==> src/prog.hex <==
// program image for tb_cpu_top, one 16-bit instruction per word, from address 0
// word fields: op[15:12] rd[11:9] rs[8:6], then rt[5:3] or a signed imm[5:0]
// alu and addi: r1=12, r2=-7, r0 write, add/sub/and/or, r7=r0+r1, r1-=20
520C 5439 5009
1650 2850 3A50 4C50
1E08 526C
// dependent chain on r2, then r3, r4, r5
5403 1490 1490 2688
56DF 48D0 3B18
// r1=16, r2=-11, st to 16 and 18, ld both back, add, ld at byte 17
5210 5435 7440 7642
6840 6A42 1D28 6E41
// beqz not taken, beqz r0 over r3/r4, countdown loop on r6, r5=23
5201 8042 540A 8002
5615 5816 5C02 5DBF
8181 803D 5A17
// halt, the two addi after it never retire
9000 5E05 5E06
==> src/hdl/cpu_pkg.sv <==
/*
 * shared definitions for the 16-bit pipelined load/store cpu
 *   opcode enum, datapath and field widths
 *   memory address widths, nop encoding
 *   program image file name
 */

package cpu_pkg;

   ////////////////////
   // widths
   ////////////////////

   localparam int word_width      = 16;
   localparam int reg_addr_width  = 3;
   localparam int num_regs        = 8;
   localparam int op_width        = 4;
   localparam int imm_width       = 6;

   // byte addressed, bit 0 ignored
   localparam int imem_addr_width = 10;
   localparam int dmem_addr_width = 10;

   ////////////////////
   // opcodes
   ////////////////////

   // held in instr[15:12]
   typedef enum logic [op_width-1:0] {
      op_nop  = 4'h0,
      op_add  = 4'h1,
      op_sub  = 4'h2,
      op_and  = 4'h3,
      op_or   = 4'h4,
      op_addi = 4'h5,
      op_ld   = 4'h6,
      op_st   = 4'h7,
      op_beqz = 4'h8,
      op_halt = 4'h9
   } opcode_e;

   // all-zero word decodes as nop
   localparam logic [word_width-1:0] nop_instr = 16'h0000;

   // hex image for the instruction memory
   localparam string imem_image = "/design/src/prog.hex";

endpackage

==> src/hdl/execute_stage.sv <==
/*
 * execute stage
 *   alu for register ops and address generation
 *   beqz zero test and branch target
 *   execute/memory register
 */

module execute_stage (
   input  logic                               clk,
   input  logic                               rst,
   input  cpu_pkg::opcode_e                   id_op,
   input  logic [cpu_pkg::reg_addr_width-1:0] id_rd,
   input  logic                               id_wr_en,
   input  logic [cpu_pkg::word_width-1:0]     id_a,
   input  logic [cpu_pkg::word_width-1:0]     id_b,
   input  logic [cpu_pkg::word_width-1:0]     id_imm,
   input  logic [cpu_pkg::word_width-1:0]     id_pc_next,
   output logic                               br_taken,
   output logic [cpu_pkg::word_width-1:0]     br_target,
   output cpu_pkg::opcode_e                   ex_op,
   output logic [cpu_pkg::reg_addr_width-1:0] ex_rd,
   output logic                               ex_wr_en,
   output logic [cpu_pkg::word_width-1:0]     ex_result,
   output logic [cpu_pkg::word_width-1:0]     ex_store_data
);

   import cpu_pkg::*;

   logic [word_width-1:0] alu_out;

   ////////////////////
   // alu
   ////////////////////
   always_comb begin
      case (id_op)
         op_add:                alu_out = id_a + id_b;
         op_sub:                alu_out = id_a - id_b;
         op_and:                alu_out = id_a & id_b;
         op_or:                 alu_out = id_a | id_b;
         // immediate add, also ld/st address
         op_addi, op_ld, op_st: alu_out = id_a + id_imm;
         default:               alu_out = '0;
      endcase
   end

   // branch resolves here, pc+2 plus word offset
   assign br_taken  = (id_op == op_beqz) && (id_a == '0);
   assign br_target = id_pc_next + {id_imm[word_width-2:0], 1'b0};

   // execute/memory control
   always_ff @(posedge clk) begin
      if (rst) begin
         ex_op    <= op_nop;
         ex_rd    <= '0;
         ex_wr_en <= 1'b0;
      end else begin
         ex_op    <= id_op;
         ex_rd    <= id_rd;
         ex_wr_en <= id_wr_en;
      end
   end

   // result and store data
   always_ff @(posedge clk) begin
      ex_result     <= alu_out;
      ex_store_data <= id_b;
   end

endmodule

==> config.mk <==
export PLATFORM = sky130hd
export DESIGN_NAME = execute_stage
export DESIGN_NICKNAME = d
export VERILOG_FILES = /design/src/hdl/cpu_pkg.sv /design/src/hdl/execute_stage.sv
export SDC_FILE = /design/constraint.sdc
export NUM_CORES = 1
export LEC_CHECK = 0
export BUFFER_PORTS_ARGS = -buffer_cell sky130_fd_sc_hd__buf_2
export CORE_MARGIN = 2
export CORE_UTILIZATION = 53
export DETAILED_ROUTE_END_ITERATION = 12
export PLACE_DENSITY = 0.87
export SETUP_SLACK_MARGIN = 0.3
export SLEW_MARGIN = 0
export SYNTH_ARGS = -nofsm -noshare
export SYNTH_HDL_FRONTEND = slang
export SYNTH_SLANG_ARGS = --single-unit
==> constraint.sdc <==
create_clock -name clk -period 7.4 [get_ports clk]
set_input_delay 0.74 -clock clk [delete_from_list [all_inputs] [get_ports clk]]
set_output_delay 0.74 -clock clk [all_outputs]
set_load 0.01 [all_outputs]
# Word level (Yosys, flattened, before mapping)
# Cells that the tools add are included.
[totals] reg_bits=40 in_bits=74 wordCells=23
[classes] addsub=4 n_eq_ne=8 mux=1 bitwise_logic=2 n_reduce_logical=3
[ops] op="case mux 16 bit (5 select lines)" count=1
[ops] op="adder 16 bit" count=3
[ops] op="bitwise AND 16 bit" count=1
[ops] op="== test 4 x 3 -> 1 bit (second input constant)" count=4
[ops] op="logical NOT 16 bit" count=1
[ops] op="bitwise OR 16 bit" count=1
[ops] op="subtractor 16 bit" count=1
[ops] op="== test 4 x 2 -> 1 bit (second input constant)" count=2
[ops] op="== test 4 x 1 -> 1 bit (second input constant)" count=1
[ops] op="== test 4 bit (second input constant)" count=1
[ops] op="OR reduction 3 bit" count=1
[ops] op="logical AND 1 bit" count=1

# Depth between registers and ports, before layout
[depth] word_depth=3 ltp_mapped=16

# Worst setup path after synthesis
# Ideal clock, no wire load.
[synth_timing] path_type="in2reg" from="in id_op[3]" to="reg ex_result[15] (netlist bit)" arrival_ns=3.308 t_required_ns=7.278 setup_slack_ns=3.970 path_stages=14 n_path_buf=2 path_cell_list="buf_6 -> or4b_4 -> clkbuf_1 -> nor3_1 -> a21oi_1 -> o22ai_1 -> ha_1 -> and4_1 -> nand2_1 -> o211ai_1 -> a31oi_1 -> o21ai_0 -> xnor2_1 -> o21ai_1"
[synth_between] elab_chain_cells=3
[synth_lines] item="start: declaration" line_no="execute_stage.sv:11" text="input cpu_pkg::opcode_e id_op,"
[synth_lines] item="== test 4 x 3 -> 1 bit" line_no="execute_stage.sv:35" text="case (id_op)"
[synth_lines] item="OR reduction 3 bit" line_no="execute_stage.sv:35"
[synth_lines] item="case mux 16 bit (5 select lines) (*)" line_no="execute_stage.sv:35"
[synth_lines] item="named net alu_out[15]" line_no="execute_stage.sv:29" text="logic [word_width-1:0] alu_out;"
[synth_lines] item="end signal: assignment" line_no="execute_stage.sv:65" text="ex_result <= alu_out;"
[synth_lines] item="end: declaration" line_no="execute_stage.sv:23" text="output logic [cpu_pkg::word_width-1:0] ex_result,"
# Mark *: on every way through the listed nets, which the timed path passes. The rest lies on a longest branch.
# A chain may end at the register's enable or synchronous reset.

# Final worst setup path
[layout_timing] from="in id_imm[0] (netlist bit)" to="out br_target[13] (netlist bit)"
[layout_between] elab_chain_cells=1
[layout_lines] item="start: declaration" line_no="execute_stage.sv:16" text="input logic [cpu_pkg::word_width-1:0] id_imm,"
[layout_lines] item="adder 16 bit" line_no="execute_stage.sv:48" text="assign br_target = id_pc_next + {id_imm[word_width-2:0], 1'b0};"
[layout_lines] item="end: declaration" line_no="execute_stage.sv:19" text="output logic [cpu_pkg::word_width-1:0] br_target,"
# Every way passes these cells.

==> impl_metrics.toml <==
[synth]
synth_most_common_cell = "o21ai_0"
synth_nets = 506
syn_area_um2 = 3230
synth_warnings = 0
synth_cells = 397
ys_types = 56
synth.cells.most_frequent = "o21ai_0, dfxtp_1, a21oi_1"
synth_area_leaders = "dfxtp_1, ha_1, o21ai_0, a21o_1, a21oi_1"
synth-compound-area-share_pct = 30.3
synth_ff_type = "dfxtp_1"
synth_xor_area_share_pct = 7.32
yosys.area.top_type = "dfxtp_1"
synth-edff-count = 0
synth_top_cell_area_share_pct = 24.8
async_reset_ff_share_pct = 0
synth_mux_area_share_pct = 0.619
synth.avg_cell_area_um2 = 8.14
ys_seq_area_share_pct = 24.8
synth-simple-area-share_pct = 19.0
synth_adder_area_share_pct = 14.0
synth_top_family_by_area = "compound AO/OA/AOI/OAI gates"
yosys_register_bits = 40

[power_and_ir_drop]
p_per_area_nw_per_um2 = 172
leakage_uw = 0.00197
finalPower_uw = 689
vdd_drop_max_v = 0.000113

[global_routing]
grt_max_degree = 33
track_usage_pct = 28.4
antenna_found_initial = 0
overflow = 0
grt_pass1_vias = 3248
grt_pass1_wl_um = 14900

[placed_design]
dp_hpwl_um = 7600
place_ws_ns = 3.45
portBuffers = 128
routabilityCongestion = 0.968

[clocking]
cts_tree = "built"
cts_resized = 0
htreeDepth = 2
cts_sinks = 40
numCtsBuffers = 5
post-cts-setup-buffers = 0
hold_buffers = 0
cts_root_buffer = "clkbuf_8"
clockBufferDepth = 2
clkTransAtPathRegs_ns = 0.08

[sta]
hold_violations = 0
tns_ns = 0
fmax_mhz = 263
min_period_ns = 3.81
rsz0062_at_grt = "false"
worst_pin_slew_ns = 1.30
finalSetupViolations = 0
slew_headroom_pct = 13.2
fin_ws_ns = 3.59
slew_violations = 0
timing.final.crit_share_pct = 51.4

[die]
core_area_um2 = 5920
core.rowCount = 28
die_h_um = 82.1
dieArea_um2 = 6740
die_x_um = 82.1
initial_core_util_pct = 54.6
io_pins = 131

[drt]
finalWirelength_um = 9720
drc = 0
via_per_inst = 6.04
wl_per_cell_um = 16.4
vias = 3577
first_pass_iters = 5
dr.first_iter.drc_count = 214
ant_nets = 0

[critical_path]
required_ns = 6.66
crit_fanout = 5
endpoint_kind = "output port"
critPathLaunchType = "primary input"
crit_slowest_cell = "a21oi_1"
cp.arrival_ns = 3.07
cp_cell_sequence = "buf_2 > ha_1 > inv_1 > fa_1 > nor2b_1 > o21a_1 > o21ai_0 > a21oi_1 > nand2_1 > a21bo_2 > a221oi_1 > buf_2"
crit_top_cell = "buf_2"
critPathKind = "primary input to output port"
slowest_delay_ns = 0.43

[final_layout]
fillCellCount = 528
drive_gt1_share_pct = 28.4
area_delta_synth_final_pct = 23.8
diodes = 0
final_util_pct = 67.6
nets = 625

[job]
drv_cap = 0

[worst_hold_path]
hold_path.class = "primary input to flip-flop"
holdPathStages = 1

[run_status]
status = "complete, no violations"
==> cells by family after synthesis <==
kind of cell,count (synthesis)
multiplexers,2
adder cells (fa/ha/maj),35
XOR/XNOR,27
AO/OA/AOI/OAI,154
AND/OR/NAND/NOR,110
flip-flops,40
buffers and inverters,29
==> worst paths after layout <==
path                 to       from  slack, ns
min   ex_store_data[11]   id_b[11]       0.61
max       br_target[13]  id_imm[0]       3.59
==> through the flow <==
stage               area (um2)  cells  hold WS [ns]
detailed placement        3890    584         0.923
finish                    4000    592         0.613
global route              4000    592         0.626
CTS                       4000    592         0.611
global placement          3890    584         0.923
floorplan                 3230    397         0.768
==> layout by cell type (no fill, tap or decap), types with 5 or more instances in the layout <==
cell	count
inv_1	12
buf_2	128
nor2b_1	12
nor2_1	29
a21o_1	26
nor4_1	5
ha_1	33
xor2_1	9
dfxtp_1	40
a21oi_1	35
nor3_1	12
clkbuf_8	5
o21ai_0	42
a22oi_1	20
xnor2_1	18
nand2_1	16
nand3_1	7
==> power by group <==
group	total (uW)	switching [uW]	internal [uW]
Clock	180	79.5	100
Sequential	240	4.75	235
Combinational	269	153	116
Total	689	237	452
==> critical path: cells and delay by family <==
kind	cells	cell delay (ns)
fa+ha+maj	2	0.57
simple gates	2	0.25
compound gates	5	1.16
buf+inv	3	0.35
==> per-layer routing <==
metal	GRT usage (%)	part of all wire, %
met1	35.0	40
met2	49.3	48
met3	5.00	9.6
met4	10.2	2.3
met5	0	0
==> cell type report <==
| type | count | area, um2 | area share, % |
|---|---|---|---|
| inverter | 12 | 45.0 | 1.13 |
| clock buffer | 6 | 72.6 | 1.81 |
| sequential | 40 | 801 | 20.0 |
| timing repair buffer | 129 | 648 | 16.2 |
| clock inverter | 2 | 35.0 | 0.876 |
| multi-input combinational | 328 | 2310 | 57.6 |
| tap | 75 | 93.8 | 2.35 |
==> flip-flops by register name, summed over array words and instances, names as in the netlist <==
signal	cells
ex_store_data	16
ex_rd	3
ex_wr_en	1
ex_op	4
ex_result	16
Power figures use the tool's default switching activity.
