<file path="src/prog.hex">
// program image for tb_cpu_top, one 16-bit instruction per word, from address 0
// word fields: op[15:12] rd[11:9] rs[8:6], then rt[5:3] or a signed imm[5:0]
// alu and addi: r1=12, r2=-7, r0 write, add/sub/and/or, r7=r0+r1, r1-=20
520C 5439 5009
1650 2850 3A50 4C50
1E08 526C
// dependent chain on r2, then r3, r4, r5
5403 1490 1490 2688
56DF 48D0 3B18
// r1=16, r2=-11, st to 16 and 18, ld both back, add, ld at byte 17
5210 5435 7440 7642
6840 6A42 1D28 6E41
// beqz not taken, beqz r0 over r3/r4, countdown loop on r6, r5=23
5201 8042 540A 8002
5615 5816 5C02 5DBF
8181 803D 5A17
// halt, the two addi after it never retire
9000 5E05 5E06
</file>
<file path="src/hdl/cpu_pkg.sv">
/*
 * shared definitions for the 16-bit pipelined load/store cpu
 *   opcode enum, datapath and field widths
 *   memory address widths, nop encoding
 *   program image file name
 */

package cpu_pkg;

   ////////////////////
   // widths
   ////////////////////

   localparam int word_width      = 16;
   localparam int reg_addr_width  = 3;
   localparam int num_regs        = 8;
   localparam int op_width        = 4;
   localparam int imm_width       = 6;

   // byte addressed, bit 0 ignored
   localparam int imem_addr_width = 10;
   localparam int dmem_addr_width = 10;

   ////////////////////
   // opcodes
   ////////////////////

   // held in instr[15:12]
   typedef enum logic [op_width-1:0] {
      op_nop  = 4'h0,
      op_add  = 4'h1,
      op_sub  = 4'h2,
      op_and  = 4'h3,
      op_or   = 4'h4,
      op_addi = 4'h5,
      op_ld   = 4'h6,
      op_st   = 4'h7,
      op_beqz = 4'h8,
      op_halt = 4'h9
   } opcode_e;

   // all-zero word decodes as nop
   localparam logic [word_width-1:0] nop_instr = 16'h0000;

   // hex image for the instruction memory
   localparam string imem_image = "/design/src/prog.hex";

endpackage

</file>
<file path="src/hdl/reg_file.sv">
/*
 * register file
 *   eight 16-bit registers, r0 hardwired to zero
 *   two combinational read ports, one write port
 *   write-through bypass on same-cycle read
 */

module reg_file (
   input  logic                               clk,
   input  logic                               rst,
   input  logic [cpu_pkg::reg_addr_width-1:0] rs,
   input  logic [cpu_pkg::reg_addr_width-1:0] rt,
   input  logic                               wr_en,
   input  logic [cpu_pkg::reg_addr_width-1:0] wr_reg,
   input  logic [cpu_pkg::word_width-1:0]     wr_data,
   output logic [cpu_pkg::word_width-1:0]     rs_data,
   output logic [cpu_pkg::word_width-1:0]     rt_data
);

   import cpu_pkg::*;

   logic [word_width-1:0] regs [num_regs];

   // r0 first, then bypass, then array
   always_comb begin
      if (rs == '0) rs_data = '0;
      else if (wr_en && (wr_reg == rs)) rs_data = wr_data;
      else rs_data = regs[rs];
      if (rt == '0) rt_data = '0;
      else if (wr_en && (wr_reg == rt)) rt_data = wr_data;
      else rt_data = regs[rt];
   end

   always_ff @(posedge clk) begin
      if (rst) begin
         regs <= '{default: '0};
      end else if (wr_en && (wr_reg != '0)) begin
         regs[wr_reg] <= wr_data;
      end
   end

endmodule

</file>
<file path="src/hdl/decode_stage.sv">
/*
 * decode stage
 *   field split, operand read, immediate sign extension
 *   load-use style hazard stall against execute and mem_wb
 *   halt detection and decode/execute register
 */

module decode_stage (
   input  logic                               clk,
   input  logic                               rst,
   input  logic [cpu_pkg::word_width-1:0]     if_instr,
   input  logic [cpu_pkg::word_width-1:0]     if_pc_next,
   input  logic                               br_taken,
   input  logic [cpu_pkg::reg_addr_width-1:0] ex_rd,
   input  logic                               ex_wr_en,
   input  logic                               wb_valid,
   input  logic [cpu_pkg::reg_addr_width-1:0] wb_reg,
   input  logic [cpu_pkg::word_width-1:0]     wb_data,
   output logic                               stall,
   output logic                               halt_seen,
   output cpu_pkg::opcode_e                   id_op,
   output logic [cpu_pkg::reg_addr_width-1:0] id_rd,
   output logic                               id_wr_en,
   output logic [cpu_pkg::word_width-1:0]     id_a,
   output logic [cpu_pkg::word_width-1:0]     id_b,
   output logic [cpu_pkg::word_width-1:0]     id_imm,
   output logic [cpu_pkg::word_width-1:0]     id_pc_next
);

   import cpu_pkg::*;

   opcode_e                   op;
   logic [reg_addr_width-1:0] rd, rs, rt, rb;
   logic [word_width-1:0]     rs_data, rb_data, imm;
   logic                      use_rs, use_rb, wr_en;
   logic                      rs_hit, rb_hit, halt_hold;

   ////////////////////
   // field split
   ////////////////////
   assign op  = opcode_e'(if_instr[15:12]);
   assign rd  = if_instr[11:9];
   assign rs  = if_instr[8:6];
   assign rt  = if_instr[5:3];
   assign imm = {{(word_width-imm_width){if_instr[imm_width-1]}}, if_instr[imm_width-1:0]};
   // store data comes from rd through the second port
   assign rb  = (op == op_st) ? rd : rt;

   // which sources are live, who writes
   always_comb begin
      use_rs = 1'b0;
      use_rb = 1'b0;
      wr_en  = 1'b0;
      case (op)
         op_add, op_sub, op_and, op_or: begin
            use_rs = 1'b1;
            use_rb = 1'b1;
            wr_en  = 1'b1;
         end
         op_addi, op_ld: begin
            use_rs = 1'b1;
            wr_en  = 1'b1;
         end
         op_st: begin
            use_rs = 1'b1;
            use_rb = 1'b1;
         end
         op_beqz: use_rs = 1'b1;
         default: ;
      endcase
   end

   reg_file rf_i (
      .clk     (clk),
      .rst     (rst),
      .rs      (rs),
      .rt      (rb),
      .wr_en   (wb_valid),
      .wr_reg  (wb_reg),
      .wr_data (wb_data),
      .rs_data (rs_data),
      .rt_data (rb_data)
   );

   ////////////////////
   // hazards and halt
   ////////////////////
   // in flight in execute (id_*) or mem_wb (ex_*)
   assign rs_hit = use_rs && (rs != '0) &&
                   ((id_wr_en && (id_rd == rs)) || (ex_wr_en && (ex_rd == rs)));
   assign rb_hit = use_rb && (rb != '0) &&
                   ((id_wr_en && (id_rd == rb)) || (ex_wr_en && (ex_rd == rb)));
   assign stall  = rs_hit || rb_hit;

   // halt in decode, or one already passed through
   assign halt_seen = halt_hold || (op == op_halt);

   always_ff @(posedge clk) begin
      if (rst) halt_hold <= 1'b0;
      else if ((op == op_halt) && !br_taken) halt_hold <= 1'b1;
   end

   // decode/execute control, bubble on stall or flush
   always_ff @(posedge clk) begin
      if (rst || br_taken || stall) begin
         id_op    <= op_nop;
         id_rd    <= '0;
         id_wr_en <= 1'b0;
      end else begin
         id_op    <= op;
         id_rd    <= rd;
         id_wr_en <= wr_en;
      end
   end

   // operand payload
   always_ff @(posedge clk) begin
      id_a       <= rs_data;
      id_b       <= rb_data;
      id_imm     <= imm;
      id_pc_next <= if_pc_next;
   end

endmodule

</file>
<file path="config.mk">
export PLATFORM = sky130hd
export DESIGN_NAME = decode_stage
export DESIGN_NICKNAME = d
export VERILOG_FILES = /design/src/hdl/cpu_pkg.sv /design/src/hdl/reg_file.sv /design/src/hdl/decode_stage.sv
export SDC_FILE = /design/constraint.sdc
export NUM_CORES = 1
export LEC_CHECK = 0
export ABC_AREA = 1
export BUFFER_PORTS_ARGS = -buffer_cell sky130_fd_sc_hd__buf_2
export CAP_MARGIN = 0
export CORE_UTILIZATION = 36
export DETAILED_ROUTE_END_ITERATION = 8
export PLACE_DENSITY = 0.51
export REMOVE_ABC_BUFFERS = 1
export SYNTH_ARGS = -nofsm -noshare
export SYNTH_HDL_FRONTEND = slang
export SYNTH_HIERARCHICAL = 1
export SYNTH_SLANG_ARGS = --single-unit
</file>
<file path="constraint.sdc">
create_clock -name clk -period 2.95 [get_ports clk]
set_clock_uncertainty 0.15 [all_clocks]
set_input_delay 0.59 -clock clk [delete_from_list [all_inputs] [get_ports clk]]
set_output_delay 0.59 -clock clk [all_outputs]
set_load 0.02 [all_outputs]
</file>
; Word level (Yosys, flattened, before mapping)
; Index checks and enable logic that the tools add are counted.
[classes]
n_lt_le_gt_ge = 4
eq_ne = 15
n_mux = 15
n_bitwise = 3
n_reduce_logical = 28
[op_table]
columns = cell, count
row1 = $bwmux 128, 1
row2 = $mux 16, 7
row3 = $bmux 16 s3, 2
row4 = $demux 16 s3, 1
row5 = $eq 3x3->1, 6
row6 = $eq 4x3->1 const B, 4
row7 = $logic_and 1x1->1, 13
row8 = $ge 4x4->1 const B, 3
row9 = $not 3->4, 3
row10 = $reduce_bool 3->1, 3
row11 = $eq 4x2->1 const B, 2
row12 = $eq 4x4->1 const B, 2
row13 = $reduce_or 8->1, 1
row14 = $logic_not 3->1, 2
row15 = $logic_or 1x1->1, 6
row16 = $reduce_or 6->1, 1
row17 = $reduce_or 5->1, 1
row18 = $eq 4x1->1 const B, 1
row19 = $lt 4x1->1 const B, 1
row20 = $mux 1, 3
row21 = $mux 3, 1
row22 = $logic_not 1->1, 1
[totals]
ff_bits = 191
output_inout_bits = 74

; Depth between registers and ports, before layout
; Gate-level depths: netlist of run 1.
[depth]
ltp_word = 8
depth_mapped = 16

; Hierarchy
; Netlist of run 1, hierarchy kept.
[modules_own_cells]
columns = module, instances, cells_each, area_per_inst_um2, seq_area_each_um2
row1 = reg_file, 1, 1229, 7378.3, 2562.5
row2 = decode_stage, 1, 176, 1860.5, 1261.2

; Worst setup path after synthesis of run 1
; No wires, ideal clock.
[synth_path]
path_type = input -> output
start = input if_instr[12] (netlist bit)
end = output stall
arrival_time_ns = 1.509
setup_slack_ns = 0.701
stages = 12
cell_sequence = nand2_1 > inv_2 > nand2_4 > nand2_2 > nand2_1 > nand2_1 > nand2_1 > nor2_1 > nand2_1 > nand2_1 > nand2_2 > nand2_1
[synth_between]
elab_chain_len = 7
elab_cells_between_ends = 24
cone_classes = 10 x eq/ne / 3 x mux / 11 x reduce/logical
[synth_rtl]
columns = element, line
row1 = from (decl), decode_stage.sv:11  ; input logic [cpu_pkg::word_width-1:0] if_instr,
row2 = $eq 4x3->1, "decode_stage.sv:47, decode_stage.sv:54"
row3 = $mux 3, decode_stage.sv:47  ; assign rb = (op == op_st) ? rd : rt;
row4 = $eq 3x3->1, decode_stage.sv:92  ; ((id_wr_en && (id_rd == rb)) || (ex_wr_en && (ex_rd == rb)));
row5 = $logic_and 1x1->1, decode_stage.sv:92
row6 = $logic_or 1x1->1, decode_stage.sv:92
row7 = $logic_and 1x1->1, decode_stage.sv:91  ; assign rb_hit = use_rb && (rb != '0) &&
row8 = $logic_or 1x1->1 *, decode_stage.sv:93  ; assign stall = rs_hit || rb_hit;
row9 = to (decl), decode_stage.sv:19  ; output logic stall,
; Mark *: on every way between the ends. The rest lies on a longest branch, timed or not.

; Worst setup path after layout of run 1
[layout_path]
start = input if_instr[13] (netlist bit)
end = output stall
[layout_between]
elab_chain_len = 7
elab_cells_between_ends = 24
cone_classes = 10 x eq/ne / 3 x mux / 11 x reduce/logical
[layout_rtl]
columns = element, line
row1 = $eq 4x3->1 *, decode_stage.sv:47
row2 = $mux 3 *, decode_stage.sv:47
row3 = via rb[1], decode_stage.sv:33  ; logic [reg_addr_width-1:0] rd, rs, rt, rb;
row4 = $eq 3x3->1, decode_stage.sv:92
row5 = $logic_and 1x1->1, decode_stage.sv:92
row6 = $logic_or 1x1->1, decode_stage.sv:92
row7 = $logic_and 1x1->1 *, decode_stage.sv:91
row8 = $logic_or 1x1->1 *, decode_stage.sv:93
; Mark *: on every way through the listed nets, which the timed path passes. The rest lies on a longest branch.

==> results.yml, run 1 <==
floorplan:
  die_area_um2: 26300
  fp.dieH_um: 162
  dieWidth_um: 162
  placementRows: 58
  coreArea_um2: 25200
  start_util: 0.367
  ios: 133
yosys:
  ys_seq_area_frac: 0.414
  synth_top_area_cell: "dfxtp_1"
  async_reset_ff_frac: 0
  synth_top_area_frac: 0.414
  synth_xor_area_frac: 0.00190
  syn_area_per_cell_um2: 6.58
  synth-edff-count: 0
  synth_top_family_by_area: "simple AND/OR/NAND/NOR gates"
  synth_mux_area_frac: 0
  synth-simple-area-share: 0.417
  netlist_area_um2: 9240
  synthAdderAreaFrac: 0
  yosysMostFrequentCell: "nand2_1"
  postSynthCellCount: 1405
  synth_commonest_cells: "nand2_1, nand3_1, dfxtp_1, nor2_1, a211oi_1"
  synth_compound_area_frac: 0.0871
  ys.flop_type: "dfxtp_1"
  synth_cell_types: 30
  netlist_top_cells_area: "dfxtp_1, nand2_1, nand3_1"
  ys_ff_latch: 191
  yosys_warnings: 6
sta:
  period_needed_ns: 2.69
  setup_ws_ns: 0.265
  worstMarginPinSlew_ns: 0.732
  relSlewSlack: 0.512
  fin_setup_tns_ns: 0
  setup_viol: 0
  final_hold_viol_count: 0
  period_share: 0.910
  slew_viol_final: 0
  rsz0062_at_grt: "no"
  max_freq_mhz: 372
drt:
  vias: 9374
  drtIter0Drc: 756
  routed_wl_mm: 32.2
  drt_pass1_iterations: 7
  ant_nets: 0
  drc: 0
  routedWlPerCell_um: 17.4
  viasPerCell: 5.08
global_routing:
  grt_pass1_wl_mm: 50.0
  grt_pass1_vias: 8626
  grt_use_total: 0.250
  antenna_found_initial: 0
  grt_max_degree: 77
  grt_overflow: 0
critical_path:
  cp_top_family: "simple AND/OR/NAND/NOR gates"
  reg2reg_from: "id_rd[1]"
  ff2ff_path_depth: 8
  cp.arrival_ns: 1.95
  crit_cells: 12
  timing.rr.end: "id_op[1]"
  path_buf_inv: 3
  cp_max_fo: 7
  cp_common_cell: "nand2_1"
  critPathKind: "input port to output port"
  slowest_stage: "nand2_2"
  rrSetupSlack_ns: 1.49
  endpoint_kind: "output port"
  path_cells: "buf_2, nand2_1, inv_2, nand3_1, nand2_2, nor2_1, nor2_1, nand2_1, nand2_1, nand2_2, nand2_1, buf_2"
  worstSetupStartpoint: "if_instr[13]"
  start_kind: "input port"
  cpPeakStageDelay_ns: 0.23
  worstPathRequired_ns: 2.21
  crit_path_end: "stall"
power_and_ir_drop:
  p_leak_nw: 4.74
  p_seq_frac: 0.448
  powerDensity_nw_per_um2: 568
  ir_worst_vdd_v: 0.000261
  switching_share: 0.305
  power.total_mw: 6.15
  net-switching-power_mw: 1.88
  p_int_mw: 4.27
  p_clk_frac: 0.392
  pwr-share-comb: 0.160
place:
  gp_congestion: 0.825
  dp_hpwl_mm: 20.4
  dpl_worst_slack_ns: 0.285
  io_buffers: 132
flow_run:
  max-cap-violations: 0
layout:
  fin_util: 0.430
  n_fill_cell: 2714
  area_delta_synth_final_pct: 17.1
  multi_input_area_um2: 4680
  register_area_um2: 3820
  finalNetCount: 1560
  final_layout_size_suffix_gt1_frac: 0.166
  n_antenna_cell: 0
clock_tree:
  root_buffer: "clkbuf_16"
  clk_pin_slew_ns: 0.08
  cts_tree: "yes"
  cts.repair.resized: 0
  clkSinkCount: 191
  cts_setup_buffers: 0
  worstSkewPairLatency_ns: 0.45
  cts_htree_levels: 4
  hold_buffers: 0
  clock_path_buffers: 2
  cts_buffers: 17
worst_hold_path:
  hold_path.class: "input port to register"
outcome:
  status: "finished clean"
[metrics by stage]
step                hold slack, ns  cells  area [µm²]
floorplan                    0.266   1305        8760
global placement             0.279   1812       10200
detailed placement           0.279   1812       10200
CTS                         0.0708   1844       10800
global route                0.0596   1844       10800
finish                      0.0830   1844       10800
[cell families (layout without fill, tap and decap cells)]
| group | count (synthesis) | in the layout |
|---|---|---|
| AOI/OAI and AO/OA | 126 | 126 |
| and+or+nand+nor | 917 | 917 |
| buffers and inverters | 169 | 278 |
| DFF | 191 | 191 |
| xor gates and xnor gates | 2 | 2 |
[worst min-delay path by stage]
stage / endpoint / startpoint / depth (start not counted) / slack, ns
final: id_pc_next[1] / if_pc_next[1] / 1 / 0.08
after global routing: id_pc_next[5] / if_pc_next[5] / 1 / 0.06
after CTS: id_pc_next[1] / if_pc_next[1] / 1 / 0.07
after detailed placement: rf_i/regs[115] / rf_i/regs[115] / 2 / 0.28
after global placement: rf_i/regs[115] / rf_i/regs[115] / 2 / 0.28
after floorplan: rf_i/regs[112] / rf_i/regs[112] / 2 / 0.27
[metal layers]
layer	global-route usage	share of wire
met1	0.339	0.46
met2	0.405	0.45
met3	0.0465	0.063
met4	0.0695	0.018
met5	0	0
[area by class of cell]
| type | count | share of cell area |
|---|---|---|
| clock buffers | 17 | 0.0393 |
| flip-flops and latches | 191 | 0.353 |
| inverters | 69 | 0.0239 |
| clock inverters | 15 | 0.0162 |
| repair buffers | 177 | 0.0960 |
| well taps | 330 | 0.0382 |
| multi-input cells | 1045 | 0.433 |
[cell usage in the layout (no fill, tap or decap), types with 2 or more instances in the layout]
| master | n |
|---|---|
| buf_2 | 131 |
| dfxtp_1 | 191 |
| nand3_1 | 207 |
| inv_1 | 57 |
| clkinv_2 | 2 |
| bufinv_16 | 2 |
| o2111ai_1 | 2 |
| nor2_4 | 7 |
| inv_6 | 6 |
| o21ai_0 | 3 |
| inv_2 | 12 |
| nor2_2 | 11 |
| xnor2_1 | 2 |
| clkinv_4 | 2 |
| buf_12 | 3 |
| nor2_1 | 187 |
| nand2_1 | 490 |
| buf_4 | 43 |
| nand2_2 | 7 |
| a21oi_1 | 53 |
| clkbuf_16 | 17 |
| a211oi_1 | 65 |
[flip-flops by register name (all words and copies together), names as in the netlist]
signal,flops
rf_i/regs,128
id_a,16
id_b,16
id_pc_next,16
id_imm,6
id_op,4
id_rd,3
halt_hold,1
id_wr_en,1
[power groups by stage]
| stage | logic [mW] | clock network (mW) | registers, mW |
|---|---|---|---|
| 6_report | 0.983 | 2.41 | 2.76 |
| 5_1_grt | 1.07 | 2.58 | 2.77 |
| 4_1_cts | 0.981 | 2.48 | 2.76 |
| 3_5_place_dp | 0.977 | 0 | 2.82 |
| 3_3_place_gp | 0.980 | 0 | 2.82 |
| 2_1_floorplan | 0.421 | 0 | 2.91 |
Note: power is estimated with default switching activity, not from simulation.
==> inputs of run 2 (changes only) <==
CORE_MARGIN = 2   (was default)
SETUP_SLACK_MARGIN = 0.2   (was default)
==> run 2 against run 1 <==
Wire length increased by 1.8%. Flip-flop and latch count stayed put. Worst hold slack better by 0.0069 ns. Sequential share of layout area shrank 0.16 points. Final cell count unchanged. Worst setup slack improved by 0.11 ns. Clock power rose by 5%. Critical path depth stayed put. Non-clock buffer count fell by 1.
==> results.yml, run 2 (synthesized netlist as in run 1, its figures left out) <==
clock_tree:
  root_buffer: "clkbuf_16"
  clock_path_buffers: 2
  cts_tree: "yes"
  cts_buffers: 17
  worstSkewPairLatency_ns: 0.44
  clk_pin_slew_ns: 0.07
  cts_htree_levels: 4
  clkSinkCount: 191
  hold_buffers: 0
critical_path:
  start_kind: "input port"
  cpPeakStageDelay_ns: 0.17
  path_cells: "buf_2, inv_2, nor2_8, nand3_1, nand2_2, nor2_1, nor2_1, nand2_1, nand2_1, nand2_2, nand2_1, buf_2"
  cp_common_cell: "nand2_1"
  endpoint_kind: "output port"
  critPathKind: "input port to output port"
  cp.arrival_ns: 1.84
  cp_max_fo: 7
  worstPathRequired_ns: 2.21
  slowest_stage: "nor2_8"
  cp_top_family: "simple AND/OR/NAND/NOR gates"
  path_buf_inv: 3
flow_run:
  max-cap-violations: 0
sta:
  setup_ws_ns: 0.370
  worstMarginPinSlew_ns: 0.610
  relSlewSlack: 0.593
  slew_viol_final: 0
  max_freq_mhz: 388
  setup_viol: 0
  period_share: 0.875
  rsz0062_at_grt: "no"
  final_hold_viol_count: 0
  period_needed_ns: 2.58
global_routing:
  antenna_found_initial: 1
  grt_use_total: 0.247
  grt_pass1_vias: 8716
  grt_max_degree: 65
  grt_overflow: 0
  grt_pass1_wl_mm: 50.3
power_and_ir_drop:
  powerDensity_nw_per_um2: 578
  net-switching-power_mw: 1.82
  pwr-share-comb: 0.156
  p_clk_frac: 0.404
  p_seq_frac: 0.440
  p_int_mw: 4.47
  p_leak_nw: 4.76
  ir_worst_vdd_v: 0.000319
  switching_share: 0.289
floorplan:
  fp.dieH_um: 164
  placementRows: 58
  start_util: 0.367
  die_area_um2: 27000
  ios: 133
  coreArea_um2: 25200
  dieWidth_um: 164
place:
  io_buffers: 132
  gp_congestion: 0.823
  dpl_cell_area_um2: 10200
  dpl_worst_slack_ns: 0.317
  dp_hpwl_mm: 20.3
layout:
  largest_register_ffs: 128
  layout_commonest_cell: "nand2_1"
  final_layout_size_suffix_gt1_frac: 0.166
  final_cell_mix: "nand2_1, nand3_1, dfxtp_1"
  area_delta_synth_final_pct: 17.6
  largest_register: "rf_i/regs"
  finalNetCount: 1559
  design_area_um2: 10900
drt:
  routed_wl_mm: 32.8
  vias: 9462
  viasPerCell: 5.13
  drt_pass1_iterations: 7
  routedWlPerCell_um: 17.8
  drc: 0
  drtIter0Drc: 833
  ant_nets: 0
worst_hold_path:
  hold_path.class: "input port to register"
outcome:
  status: "finished clean"
[run 2: power groups by stage]
stage	Combinational [mW]	Clock, mW	Sequential [mW]
after floorplan	0.421	0	2.91
after global placement	0.969	0	2.83
after detailed placement	0.970	0	2.82
after CTS	0.974	2.60	2.77
after global routing	1.07	2.69	2.78
final	0.980	2.54	2.76
[run 2: final cells by class]
type	instances	area (µm²)
diodes	1	2.50
fillers	2679	14300
well taps	330	413
multi-input cells	1045	4690
clock buffers	20	457
flip-flops and latches	191	3820
clock inverters	12	178
inverters	69	262
repair buffers	176	1040
[run 2: path summary, 6_finish.rpt]
kind                            slack [ns]      startpoint  cells past startpoint              to
worst max register to register        1.48        id_rd[1]                      8        id_rd[0]
worst max-delay path                  0.37    if_instr[14]                     12           stall
worst min register to register        0.29  rf_i/regs[124]                      2  rf_i/regs[124]
worst min-delay path                  0.09     if_instr[2]                      1       id_imm[2]
[run 2: layer usage]
| metal | vias to the layer above | track usage | wire length (µm) |
|---|---|---|---|
| li1 | 4702 | - | - |
| met1 | 4334 | 0.344 | 15300 |
| met2 | 369 | 0.390 | 14700 |
| met3 | 57 | 0.0331 | 2090 |
| met4 | 0 | 0.0865 | 737 |
| met5 | - | 0 | 0 |
[run 2: timing repair]
action | in CTS | in global routing
setup endpoints to repair | 0 | 1
buffers inserted | 0 | 1
resized for setup | 0 | 3
[run 2: metrics by stage]
| step | util | setup TNS, ns | instances | total power [mW] | hold slack, ns |
|---|---|---|---|---|---|
| after CTS | 0.431 | 0 | 1842 | 6.34 | 0.0760 |
| after detailed placement | 0.406 | 0 | 1810 | 3.79 | 0.279 |
| after global placement | 0.406 | 0 | 1810 | 3.79 | 0.278 |
| after global routing | 0.432 | 0 | 1844 | 6.54 | 0.0758 |
| final | 0.432 | 0 | 1844 | 6.28 | 0.0899 |
| after floorplan | - | -9.21 | 1305 | 3.33 | 0.266 |
